**src/design/ex_pkg.sv**
```systemverilog
`default_nettype none

package ex_pkg;

    localparam int XLEN = 64;
    localparam int WLEN = 32;   // width of the *W operations

    typedef logic [4:0]      reg_addr_t;
    typedef logic [31:0]     inst_t;
    typedef logic [XLEN-1:0] xword_t;

    // major opcodes, inst[6:0]
    typedef enum logic [6:0] {
        OPC_LOAD      = 7'b0000011,
        OPC_OP_IMM    = 7'b0010011,
        OPC_AUIPC     = 7'b0010111,
        OPC_OP_IMM_32 = 7'b0011011,
        OPC_STORE     = 7'b0100011,
        OPC_OP        = 7'b0110011,
        OPC_LUI       = 7'b0110111,
        OPC_OP_32     = 7'b0111011,
        OPC_BRANCH    = 7'b1100011,
        OPC_JALR      = 7'b1100111,
        OPC_JAL       = 7'b1101111
    } opcode_e;

    localparam logic [2:0] F3_ADD_SUB   = 3'b000;
    localparam logic [2:0] F3_SLL       = 3'b001;
    localparam logic [2:0] F3_SRL_SRA   = 3'b101;
    localparam logic [2:0] F3_JALR      = 3'b000;
    localparam logic [2:0] F3_LOAD_RSVD = 3'b111;   // no LDU in RV64I

    localparam logic [6:0] F7_BASE = 7'b0000000;
    localparam logic [6:0] F7_ALT  = 7'b0100000;   // selects SUB / SRA

    // 64-bit immediate shifts: inst[25] is shamt[5], so only inst[31:26] is func
    localparam logic [5:0] F6_SHIFT_LOGIC = 6'b000000;
    localparam logic [5:0] F6_SHIFT_ARITH = 6'b010000;

    // encoded as {alt bit, func3} so the decoder can build it directly
    typedef enum logic [3:0] {
        ALU_ADD    = 4'b0000,
        ALU_SLL    = 4'b0001,
        ALU_SLT    = 4'b0010,
        ALU_SLTU   = 4'b0011,
        ALU_XOR    = 4'b0100,
        ALU_SRL    = 4'b0101,
        ALU_OR     = 4'b0110,
        ALU_AND    = 4'b0111,
        ALU_SUB    = 4'b1000,
        ALU_SRA    = 4'b1101,
        ALU_PASS_B = 4'b1111
    } alu_op_e;

    typedef enum logic [2:0] {
        UNIT_NONE   = 3'd0,
        UNIT_ALU    = 3'd1,
        UNIT_BRANCH = 3'd2,
        UNIT_JUMP   = 3'd3,
        UNIT_LOAD   = 3'd4,
        UNIT_STORE  = 3'd5
    } unit_e;

    // same codes as the branch func3
    typedef enum logic [2:0] {
        BR_EQ  = 3'b000,
        BR_NE  = 3'b001,
        BR_LT  = 3'b100,
        BR_GE  = 3'b101,
        BR_LTU = 3'b110,
        BR_GEU = 3'b111
    } br_cond_e;

    // func3[1:0] of loads and stores
    typedef enum logic [1:0] {
        MEM_BYTE   = 2'b00,
        MEM_HALF   = 2'b01,
        MEM_WORD   = 2'b10,
        MEM_DOUBLE = 2'b11
    } mem_size_e;

    typedef struct packed {
        unit_e     unit;
        alu_op_e   alu_op;
        logic      word_op;    // compute on 32 bits, sign-extend
        br_cond_e  br_cond;
        mem_size_e mem_size;
        reg_addr_t rd;         // zero unless the class writes a register
    } exec_ctrl_t;

    typedef struct packed {
        logic eq;
        logic lt;     // signed
        logic ltu;
    } cmp_flags_t;

    typedef struct packed {
        logic      wen;
        reg_addr_t addr;
        xword_t    data;
    } wb_req_t;

    typedef struct packed {
        logic       ren;
        logic       wen;
        xword_t     raddr;
        xword_t     waddr;
        xword_t     wdata;
        logic [7:0] wmask;
    } mem_req_t;

    typedef struct packed {
        logic   en;
        xword_t addr;
    } jump_req_t;

endpackage

`default_nettype wire

```
**src/design/ex_alu.sv**
```systemverilog
`timescale 1ns/10ps
`default_nettype none

module ex_alu
    import ex_pkg::*;
(
    input  wire exec_ctrl_t ctrl_i,
    input  wire xword_t     op1_i,
    input  wire xword_t     op2_i,
    input  wire xword_t     base_addr_i,
    input  wire xword_t     offset_addr_i,
    output xword_t          result_o,
    output xword_t          addr_o,
    output cmp_flags_t      cmp_o
);

    logic [5:0]      shamt;     // 64-bit shifts
    logic [4:0]      shamt_w;   // word shifts
    logic [WLEN-1:0] op1_w;
    xword_t          res_d;
    logic [WLEN-1:0] res_w;

    assign shamt   = op2_i[5:0];
    assign shamt_w = op2_i[4:0];
    assign op1_w   = op1_i[WLEN-1:0];

    // flags feed both SLT and the branch unit
    assign cmp_o.eq  = (op1_i == op2_i);
    assign cmp_o.lt  = ($signed(op1_i) < $signed(op2_i));
    assign cmp_o.ltu = (op1_i < op2_i);

    assign addr_o = base_addr_i + offset_addr_i;   // branch/jump target, load/store address

    always_comb begin
        case (ctrl_i.alu_op)
            ALU_ADD:    res_d = op1_i + op2_i;
            ALU_SUB:    res_d = op1_i - op2_i;
            ALU_SLL:    res_d = op1_i << shamt;
            ALU_SLT:    res_d = {{(XLEN-1){1'b0}}, cmp_o.lt};
            ALU_SLTU:   res_d = {{(XLEN-1){1'b0}}, cmp_o.ltu};
            ALU_XOR:    res_d = op1_i ^ op2_i;
            ALU_SRL:    res_d = op1_i >> shamt;
            ALU_SRA:    res_d = $signed(op1_i) >>> shamt;
            ALU_OR:     res_d = op1_i | op2_i;
            ALU_AND:    res_d = op1_i & op2_i;
            ALU_PASS_B: res_d = op2_i;
            default:    res_d = '0;
        endcase
    end

    // word forms; add/sub low half is the same as the 64-bit sum
    always_comb begin
        case (ctrl_i.alu_op)
            ALU_SLL: res_w = op1_w << shamt_w;
            ALU_SRL: res_w = op1_w >> shamt_w;
            ALU_SRA: res_w = $signed(op1_w) >>> shamt_w;   // fill from bit 31
            default: res_w = res_d[WLEN-1:0];
        endcase
    end

    assign result_o = ctrl_i.word_op ? {{(XLEN-WLEN){res_w[WLEN-1]}}, res_w} : res_d;

endmodule

`default_nettype wire

```
**src/design/ex_branch.sv**
```systemverilog
`timescale 1ns/10ps
`default_nettype none

module ex_branch
    import ex_pkg::*;
(
    input  wire exec_ctrl_t ctrl_i,
    input  wire cmp_flags_t cmp_i,
    input  wire xword_t     addr_i,
    output jump_req_t       jump_o
);

    logic taken;

    always_comb begin
        taken = 1'b0;
        case (ctrl_i.unit)
            UNIT_BRANCH: begin
                case (ctrl_i.br_cond)
                    BR_EQ:   taken = cmp_i.eq;
                    BR_NE:   taken = ~cmp_i.eq;
                    BR_LT:   taken = cmp_i.lt;
                    BR_GE:   taken = ~cmp_i.lt;
                    BR_LTU:  taken = cmp_i.ltu;
                    BR_GEU:  taken = ~cmp_i.ltu;
                    default: taken = 1'b0;
                endcase
            end
            UNIT_JUMP: taken = 1'b1;   // JAL and JALR always redirect
            default:   taken = 1'b0;
        endcase
    end

    // not taken leaves the whole request at zero
    assign jump_o.en   = taken;
    assign jump_o.addr = taken ? addr_i : '0;

endmodule

`default_nettype wire

```
**src/design/ex_decode.sv**
```systemverilog
`timescale 1ns/10ps
`default_nettype none

module ex_decode
    import ex_pkg::*;
(
    input  wire inst_t     inst_i,
    input  wire reg_addr_t rd_addr_i,
    output exec_ctrl_t     ctrl_o
);

    opcode_e    opcode;
    logic [2:0] func3;
    logic [6:0] func7;
    logic [5:0] func6;
    logic       reg_f7_ok;    // func7 legal for a register-form func3
    logic       word_f3_ok;   // func3 exists in the *W tables
    logic       imm_sh_ok;    // shift func6 legal for OP-IMM

    assign opcode = opcode_e'(inst_i[6:0]);
    assign func3  = inst_i[14:12];
    assign func7  = inst_i[31:25];
    assign func6  = inst_i[31:26];

    // M extension has func7 = 0000001 and falls out here
    assign reg_f7_ok = (func7 == F7_BASE) ||
                       ((func7 == F7_ALT) && ((func3 == F3_ADD_SUB) || (func3 == F3_SRL_SRA)));

    assign word_f3_ok = (func3 == F3_ADD_SUB) || (func3 == F3_SLL) || (func3 == F3_SRL_SRA);

    assign imm_sh_ok = (func6 == F6_SHIFT_LOGIC) ||
                       ((func6 == F6_SHIFT_ARITH) && (func3 == F3_SRL_SRA));

    always_comb begin
        ctrl_o = '0;   // class NONE, ADD, no write
        case (opcode)
            OPC_OP: begin
                if (reg_f7_ok) begin
                    ctrl_o.unit   = UNIT_ALU;
                    ctrl_o.alu_op = alu_op_e'({func7[5], func3});
                end
            end
            OPC_OP_32: begin
                if (reg_f7_ok && word_f3_ok) begin
                    ctrl_o.unit    = UNIT_ALU;
                    ctrl_o.alu_op  = alu_op_e'({func7[5], func3});
                    ctrl_o.word_op = 1'b1;
                end
            end
            OPC_OP_IMM: begin
                if (((func3 != F3_SLL) && (func3 != F3_SRL_SRA)) || imm_sh_ok) begin
                    ctrl_o.unit   = UNIT_ALU;
                    // imm bit 30 only means SRAI, never SUB
                    ctrl_o.alu_op = alu_op_e'({(func3 == F3_SRL_SRA) & func7[5], func3});
                end
            end
            OPC_OP_IMM_32: begin
                if (func3 == F3_ADD_SUB) begin   // ADDIW, any immediate
                    ctrl_o.unit    = UNIT_ALU;
                    ctrl_o.word_op = 1'b1;
                end else if (reg_f7_ok && word_f3_ok) begin
                    ctrl_o.unit    = UNIT_ALU;
                    ctrl_o.alu_op  = alu_op_e'({func7[5], func3});
                    ctrl_o.word_op = 1'b1;
                end
            end
            OPC_LUI: begin
                ctrl_o.unit   = UNIT_ALU;
                ctrl_o.alu_op = ALU_PASS_B;   // op2 carries the shifted imm
            end
            OPC_AUIPC: ctrl_o.unit = UNIT_ALU;   // pc + imm
            OPC_JAL:   ctrl_o.unit = UNIT_JUMP;  // link = op1 + op2
            OPC_JALR: begin
                if (func3 == F3_JALR) ctrl_o.unit = UNIT_JUMP;
            end
            OPC_BRANCH: begin
                if (func3[2:1] != 2'b01) begin   // 010 and 011 are reserved
                    ctrl_o.unit    = UNIT_BRANCH;
                    ctrl_o.br_cond = br_cond_e'(func3);
                end
            end
            OPC_LOAD: begin
                if (func3 != F3_LOAD_RSVD) begin
                    ctrl_o.unit     = UNIT_LOAD;
                    ctrl_o.mem_size = mem_size_e'(func3[1:0]);
                end
            end
            OPC_STORE: begin
                if (!func3[2]) begin
                    ctrl_o.unit     = UNIT_STORE;
                    ctrl_o.mem_size = mem_size_e'(func3[1:0]);
                end
            end
            default: ctrl_o = '0;   // CSR, fence, unknown
        endcase

        // only classes with a register result carry rd
        if (ctrl_o.unit inside {UNIT_ALU, UNIT_JUMP, UNIT_LOAD}) ctrl_o.rd = rd_addr_i;
    end

endmodule

`default_nettype wire

```
**src/design/ex_mem_req.sv**
```systemverilog
`timescale 1ns/10ps
`default_nettype none

module ex_mem_req
    import ex_pkg::*;
(
    input  wire exec_ctrl_t ctrl_i,
    input  wire xword_t     op2_i,
    input  wire xword_t     result_i,
    input  wire xword_t     addr_i,
    output wb_req_t         wb_o,
    output mem_req_t        mem_o
);

    xword_t     st_data;
    logic [7:0] st_mask;

    // store data is zero-extended from the access size
    always_comb begin
        case (ctrl_i.mem_size)
            MEM_BYTE: begin
                st_data = {{(XLEN-8){1'b0}}, op2_i[7:0]};
                st_mask = 8'b0000_0001;
            end
            MEM_HALF: begin
                st_data = {{(XLEN-16){1'b0}}, op2_i[15:0]};
                st_mask = 8'b0000_0011;
            end
            MEM_WORD: begin
                st_data = {{(XLEN-32){1'b0}}, op2_i[31:0]};
                st_mask = 8'b0000_1111;
            end
            default: begin   // double
                st_data = op2_i;
                st_mask = 8'b1111_1111;
            end
        endcase
    end

    always_comb begin
        wb_o  = '0;
        mem_o = '0;
        case (ctrl_i.unit)
            UNIT_ALU, UNIT_JUMP: begin
                wb_o.wen  = 1'b1;
                wb_o.addr = ctrl_i.rd;
                wb_o.data = result_i;   // jumps write the link value
            end
            UNIT_LOAD: begin
                wb_o.wen    = 1'b1;     // data arrives in a later stage
                wb_o.addr   = ctrl_i.rd;
                mem_o.ren   = 1'b1;
                mem_o.raddr = addr_i;
            end
            UNIT_STORE: begin
                mem_o.wen   = 1'b1;
                mem_o.waddr = addr_i;
                mem_o.wdata = st_data;
                mem_o.wmask = st_mask;
            end
            default: begin
                wb_o  = '0;   // branches and unknown encodings
                mem_o = '0;
            end
        endcase
    end

endmodule

`default_nettype wire

```
**src/design/ex_stage.sv**
```systemverilog
`timescale 1ns/10ps
`default_nettype none

module ex_stage
    import ex_pkg::*;
(
    input  wire            clk,
    input  wire            rst_i,

    // operands prepared by the decode stage
    input  wire inst_t     inst_i,
    input  wire xword_t    op1_i,
    input  wire xword_t    op2_i,
    input  wire reg_addr_t rd_addr_i,
    input  wire xword_t    base_addr_i,
    input  wire xword_t    offset_addr_i,

    // registered requests to the next stage
    output wb_req_t        wb_o,
    output mem_req_t       mem_o,
    output jump_req_t      jump_o
);

    exec_ctrl_t ctrl;
    xword_t     alu_result;
    xword_t     addr_sum;
    cmp_flags_t cmp;

    wb_req_t    wb_d;
    mem_req_t   mem_d;
    jump_req_t  jump_d;

    ex_decode u_decode (
        .inst_i    (inst_i),
        .rd_addr_i (rd_addr_i),
        .ctrl_o    (ctrl)
    );

    ex_alu u_alu (
        .ctrl_i        (ctrl),
        .op1_i         (op1_i),
        .op2_i         (op2_i),
        .base_addr_i   (base_addr_i),
        .offset_addr_i (offset_addr_i),
        .result_o      (alu_result),
        .addr_o        (addr_sum),
        .cmp_o         (cmp)
    );

    ex_branch u_branch (
        .ctrl_i (ctrl),
        .cmp_i  (cmp),
        .addr_i (addr_sum),
        .jump_o (jump_d)
    );

    ex_mem_req u_mem_req (
        .ctrl_i   (ctrl),
        .op2_i    (op2_i),
        .result_i (alu_result),
        .addr_i   (addr_sum),
        .wb_o     (wb_d),
        .mem_o    (mem_d)
    );

    // one pipeline boundary, loads every cycle since nothing stalls
    always_ff @(posedge clk) begin
        if (rst_i) begin
            wb_o   <= '0;
            mem_o  <= '0;
            jump_o <= '0;
        end else begin
            wb_o   <= wb_d;
            mem_o  <= mem_d;
            jump_o <= jump_d;
        end
    end

endmodule

`default_nettype wire

```
**config.mk**
```make
export PLATFORM = sky130hd
export DESIGN_NAME = ex_stage
export DESIGN_NICKNAME = d
export VERILOG_FILES = /design/src/design/ex_pkg.sv /design/src/design/ex_alu.sv /design/src/design/ex_branch.sv /design/src/design/ex_decode.sv /design/src/design/ex_mem_req.sv /design/src/design/ex_stage.sv
export SDC_FILE = /design/constraint.sdc
export NUM_CORES = 2
export LEC_CHECK = 0
export BUFFER_PORTS_ARGS = -buffer_cell sky130_fd_sc_hd__buf_2
export CAP_MARGIN = 25
export CORE_MARGIN = 1.5
export CORE_UTILIZATION = 31
export CTS_CLUSTER_DIAMETER = 150
export CTS_CLUSTER_SIZE = 12
export DETAILED_ROUTE_END_ITERATION = 10
export GPL_TIMING_DRIVEN = 0
export PLACE_DENSITY_LB_ADDON = 0.12
export SYNTH_ARGS = -nofsm -noshare
export SYNTH_HDL_FRONTEND = slang
export SYNTH_SLANG_ARGS = --single-unit
```
**constraint.sdc**
```tcl
create_clock -name clk -period 13.7 [get_ports clk]
set_input_delay 1.37 -clock clk [delete_from_list [all_inputs] [get_ports clk]]
set_output_delay 1.37 -clock clk [all_outputs]
set_load 0.01 [all_outputs]
```
==> Word level (Yosys, flattened, before mapping) <==
Cells that the tools add are included.
Widths: inputs -> output; s select.
{ "op_classes": {"eq_ne": 42, "order_cmp": 2, "bitwise_logic": 13, "muxes": 29, "reduce_logical": 25, "n_addsub": 3, "shift": 6} }
{ "op_table": {"columns": ["op", "n"], "rows": [
  ["$pmux 64 s11", 1],
  ["$pmux 64 s3", 1],
  ["$add 64x64->64", 2],
  ["$lt 64x64->1", 2],
  ["$pmux 32 s3", 1],
  ["$and 64x64->64", 1],
  ["$eq 64x64->1", 1],
  ["$mux 64", 1],
  ["$or 64x64->64", 1],
  ["$shl 64x6->64", 1],
  ["$shr 64x6->64", 1],
  ["$sshr 64x6->64", 1],
  ["$sub 64x64->64", 1],
  ["$xor 64x64->64", 1],
  ["$eq 7x6->1 const B", 5],
  ["$shl 32x5->32", 1],
  ["$shr 32x5->32", 1],
  ["$sshr 32x5->32", 1],
  ["$pmux 3 s10", 1],
  ["$pmux 8 s3", 1],
  ["$eq 3x3->1 const B", 7],
  ["$eq 7x5->1 const B", 3],
  ["$eq 7x7->1 const B", 3],
  ["$pmux 4 s5", 1],
  ["34 further kinds", 80]
]} }
{ "word_totals": {"word_cells": 131, "regBits": 337} }

==> Depth between registers and ports, before layout <==
{ "logic_depth": {"word_depth": 12, "ltp_mapped": 22} }

==> Modules after synthesis <==
From an unflattened synthesis, not the netlist that was laid out.
{ "unflattened": {"cells_unflattened": 5153, "hier_area_um2": 37474.7} }
{ "by_module_without_submodules": {"columns": ["module", "area_each_um2", "cells_per_inst", "n_inst"], "rows": [
  ["ex_alu", 25245.5, 3825, 1],
  ["ex_stage", 9034.9, 711, 1],
  ["ex_mem_req", 2025.7, 381, 1],
  ["ex_branch", 643.1, 153, 1],
  ["ex_decode", 525.5, 83, 1]
]} }

==> Least setup slack after synthesis <==
No wires, ideal clock.
{ "synth_timing": {"kind": "in2reg", "start": "input op2_i[2]", "end": "register jump_o[53] (netlist bit)", "stages": 21, "setup_ns": 0.121, "required_time_ns": 13.579, "arrival_ns": 5.837, "setup_slack_ns": 7.741, "cell_sequence": "clkbuf_1 inv_2 clkbuf_1 clkbuf_1 clkbuf_1 buf_2 ha_1 buf_4 nor3b_1 a211o_1 a211o_1 a211oi_2 o21ai_1 a221oi_2 o21ai_1 and3_1 o311ai_1 a21o_1 buf_2 buf_2 nor2_1"} }
{ "synth_between": {"elab_chain_cells": 6, "elab_cells_between_ends": 10} }
{ "synth_lines": {"columns": ["element", "line", "source"], "rows": [
  ["from (decl)", "ex_stage.sv:13", "input wire xword_t op2_i,"],
  ["$lt 64x64->1, or another cell as far along", "ex_alu.sv:30", "assign cmp_o.ltu = (op1_i < op2_i);"],
  ["$not 1->1, on equally long branches", "ex_branch.sv:25, ex_branch.sv:21, ex_branch.sv:23", null],
  ["$pmux 1 s6 (*)", "ex_branch.sv:19", "case (ctrl_i.br_cond)"],
  ["$pmux 1 s2 (*)", "ex_branch.sv:17", "case (ctrl_i.unit)"],
  ["$not 1->1 (no source line) (*)", null, null],
  ["$reduce_or 2->1 (no source line) (*)", null, null],
  ["to (signal assigned)", "ex_stage.sv:75", "jump_o <= jump_d;"],
  ["to (decl)", "ex_stage.sv:21", "output jump_req_t jump_o"]
]} }
Every way passes the cells marked *; elsewhere a longest branch is shown, timed or not.
A chain may end at the register's enable or synchronous reset.

==> Worst setup path after layout <==
{ "layout_timing": {"start": "input op2_i[2]", "end": "register jump_o[56] (netlist bit)"} }
The elaborated chain is that of the path after synthesis.

==> impl_metrics.csv <==
group,metric,value,unit
power_and_ir_drop,vdd_ir_drop_max,0.102,mV
clock_network,cts_tree,"done",
synth,synth_seq_cells,333,
routing,drtAntennaViolNets,0,
floorplan,die_w,333,um
grt,first_global_vias,42900,
synth,synth_sequential_area_ratio,19.8,%
grt,grt_overflow_total,0,
routing,dr.first_iter.drc_count,8258,
clock_network,cts.htree.levels,1,
sta,timing.setup.tns,0,ns
setup_path,worst_setup_path_end_kind,"flip-flop",
grt,number_of_antenna_violations_at_the_first_check_in_global_routing,60,
routing,postRouteWirelength,307,mm
synth,syn_area,33700,um^2
placement,place.detailed.instances,6818,
sta,slew_headroom,6.76,%
synth,synth_top_family_by_area,"compound AO/OA/AOI/OAI gates",
power_and_ir_drop,power_per_cell_area,85.2,nW/um^2
synth,yosysWarnings,0,
placement,io_buffers,614,
sta,timing.final.setup_violations,0,
sta,hold_viol_final,0,
floorplan,die_height,333,um
setup_path,class_of_the_most_critical_setup_path,"input port to flip-flop",
grt,grt_start_max_net_pins,17,
synth,synth-simple-area-share,21.1,%
synth,synthAdderAreaFrac,9.68,%
synth,syn_area_per_cell,7.14,um^2
clock_network,cts_inserted_buffers,31,
setup_path,max_stage_delay,0.95,ns
layout,final_cell_mix,"sky130_fd_sc_hd__buf_2, sky130_fd_sc_hd__nor2_1, sky130_fd_sc_hd__a21oi_1",
floorplan,design.core.area,107000,um^2
run,timing.max_cap.violations,0,
clock_network,cts_setup_buffers,0,
synth,complex_gate_fraction_of_the_synthesized_area,29.6,%
floorplan,io_pins,632,
clock_network,cts.root.buffer_cell,"sky130_fd_sc_hd__clkbuf_16",
clock_network,cts_sinks,333,
floorplan,row_count,120,
run_status,violations,"DRC",
setup_path,worst_ep_arrival_time,10.89,ns
layout,post_route_cells_drive_above_1_share,18.6,%
layout,synthToLayoutAreaGrowth,20.4,%
setup_path,crit_path_start_kind,"input port",
grt,global_route.usage.total,53.0,%
synth,synth.net_count,5271,
setup_path,cp_data_required_time,14.22,ns
sta,period_needed,10.37,ns
layout,n_fill_cell,11600,
setup_path,path_cells,"buf_2, clkbuf_1, inv_2, clkbuf_1, clkbuf_1, clkbuf_1, buf_2, ha_1, buf_4, nor3b_1, a211o_1, a211o_1, a211oi_2, o21ai_1, a221oi_2, o21ai_1, and3_1, o311ai_1, a21o_1, buf_2, buf_2, nor2_1",
sta,period_utilisation_layout,75.7,%
floorplan,design.die.area,111000,um^2
placement,pre_cts_ws,3.47,ns
clock_network,post_cts_resize_count,0,
synth,synth.distinct_cells,93,
setup_path,standard_cell_with_the_maximum_stage_delay_on_the_critical_path,"sky130_fd_sc_hd__clkbuf_1",
sta,postLayoutSetupSlackWorst,3.33,ns
power_and_ir_drop,power.leakage,18.1,nW
placement,gp_congestion,1.16,
synth,synth_cells,4717,
run_status,status,"complete, but fails checks",
layout,final_cell_count_no_fill,6894,
worst_hold_path,min_path_type,"input port to flip-flop",
routing,vias_per_cell,6.82,
synth,synth_mux_area_share,10.5,%
clock_network,clk_path_buf_depth,3,
sta,grt_setup_unrepaired,"false",
synth,synth-main-ff-cell,"sky130_fd_sc_hd__dfxtp_1",
sta,clock.fmax,0.0964,GHz
synth,post_synth_xor_area_fraction,2.57,%
sta,final_max_slew_viol_count,0,
placement,hpwlAfterDp,256,mm
floorplan,start_util,31.4,%
layout,final_common_cell,"sky130_fd_sc_hd__buf_2",
clock_network,clock_pin_transition_on_the_worst_setup_and_hold_timing_paths,0.06,ns
synth,synth-edff-count,0,
clock_network,holdBufCountCts,0,
synth,async_reset_ff_share,0,%
grt,grt_first_pass_wirelength,398,mm
routing,vias,47000,
setup_path,crit_fanout,11,
routing,routed_wire_length_per_instance,44.5,um
routing,post-route-drc-count,2,
layout,design.final.nets,6014,
routing,firstDrtPassIters,11,
sta,tightest_slew,1.39,ns
## power by group
part,internal [mW],switching (mW),total [mW]
clock network,0.403,0.392,0.795
registers,0.969,0.000272,0.969
logic,0.447,1.25,1.69
total,1.82,1.64,3.46
## flip-flops by register name (all words and copies together), names as in the netlist
register	count
mem_o	198
wb_o	70
jump_o	65
## area by class of cell
cell class	count	area, um^2	share of cell area, %
clock buffers	33	793	1.96
flip-flops and latches	333	6670	16.4
well taps	1403	1760	4.33
inverters	219	822	2.03
diodes	30	75.1	0.185
plain buffers	355	1470	3.63
clock inverters	1	20.0	0.0494
multi-input cells	3810	24800	61.2
repair buffers	710	4120	10.2
## path summary, 6_finish.rpt
check,start,to,slack (ns),cells past startpoint
setup / recovery,op2_i[2],jump_o[56],3.33,22
hold / removal,rd_addr_i[1],wb_o[65],0.92,2
## cell usage after synthesis, drive strengths merged (40+ instances only)
library cell,instances,area [um^2]
nor2,649,2440
a21oi,511,2560
nand2,411,1540
o21ai,383,1940
dfxtp,333,6670
ha,256,3200
clkbuf,237,890
inv,213,800
mux2i,178,1780
nor3,128,652
buf,118,577
a211oi,82,626
a21o,76,571
mux2,74,833
nand3,70,350
nor4,64,460
xnor2,63,552
a31oi,57,363
o211ai,54,410
nand4,53,332
nor2b,43,269
mux4,41,923
o21bai,40,300
## per-stage QoR
stage	power [mW]	hold slack, ns	instance area [um^2]	util, %
6_report	3.46	0.923	40600	37.8
5_1_grt	3.48	0.934	40500	37.7
4_1_cts	3.32	0.916	40400	37.6
3_5_place_dp	2.53	1.58	39500	36.8
3_3_place_gp	2.51	1.58	38500	35.9
2_1_floorplan	1.78	1.49	33700	-
## metal layers
layer / GRT usage, % / part of all wire (%)
met1: 63.9 / 37
met2: 73.5 / 39
met3: 24.8 / 15
met4: 37.5 / 8.9
met5: 0.0434 / 0.081
## worst max-delay path: cells and delay by family
family	cells	cell delay (ns)
compound gates	8	3.85
fa+ha+maj	1	0.21
buf+inv	10	4.95
simple gates	3	0.42
## logic make-up (layout without fill, tap and decap cells)
group / after synthesis / in the layout
flip-flops: 333 / 333
AO/OA/AOI/OAI: 1582 / 1582
other: 0 / 30
multiplexers: 293 / 293
XOR/XNOR: 99 / 99
AND/OR/NAND/NOR: 1577 / 1577
buffers and inverters: 574 / 1318
adder cells (fa/ha/maj): 259 / 259
(Power assumes the default switching activity.)
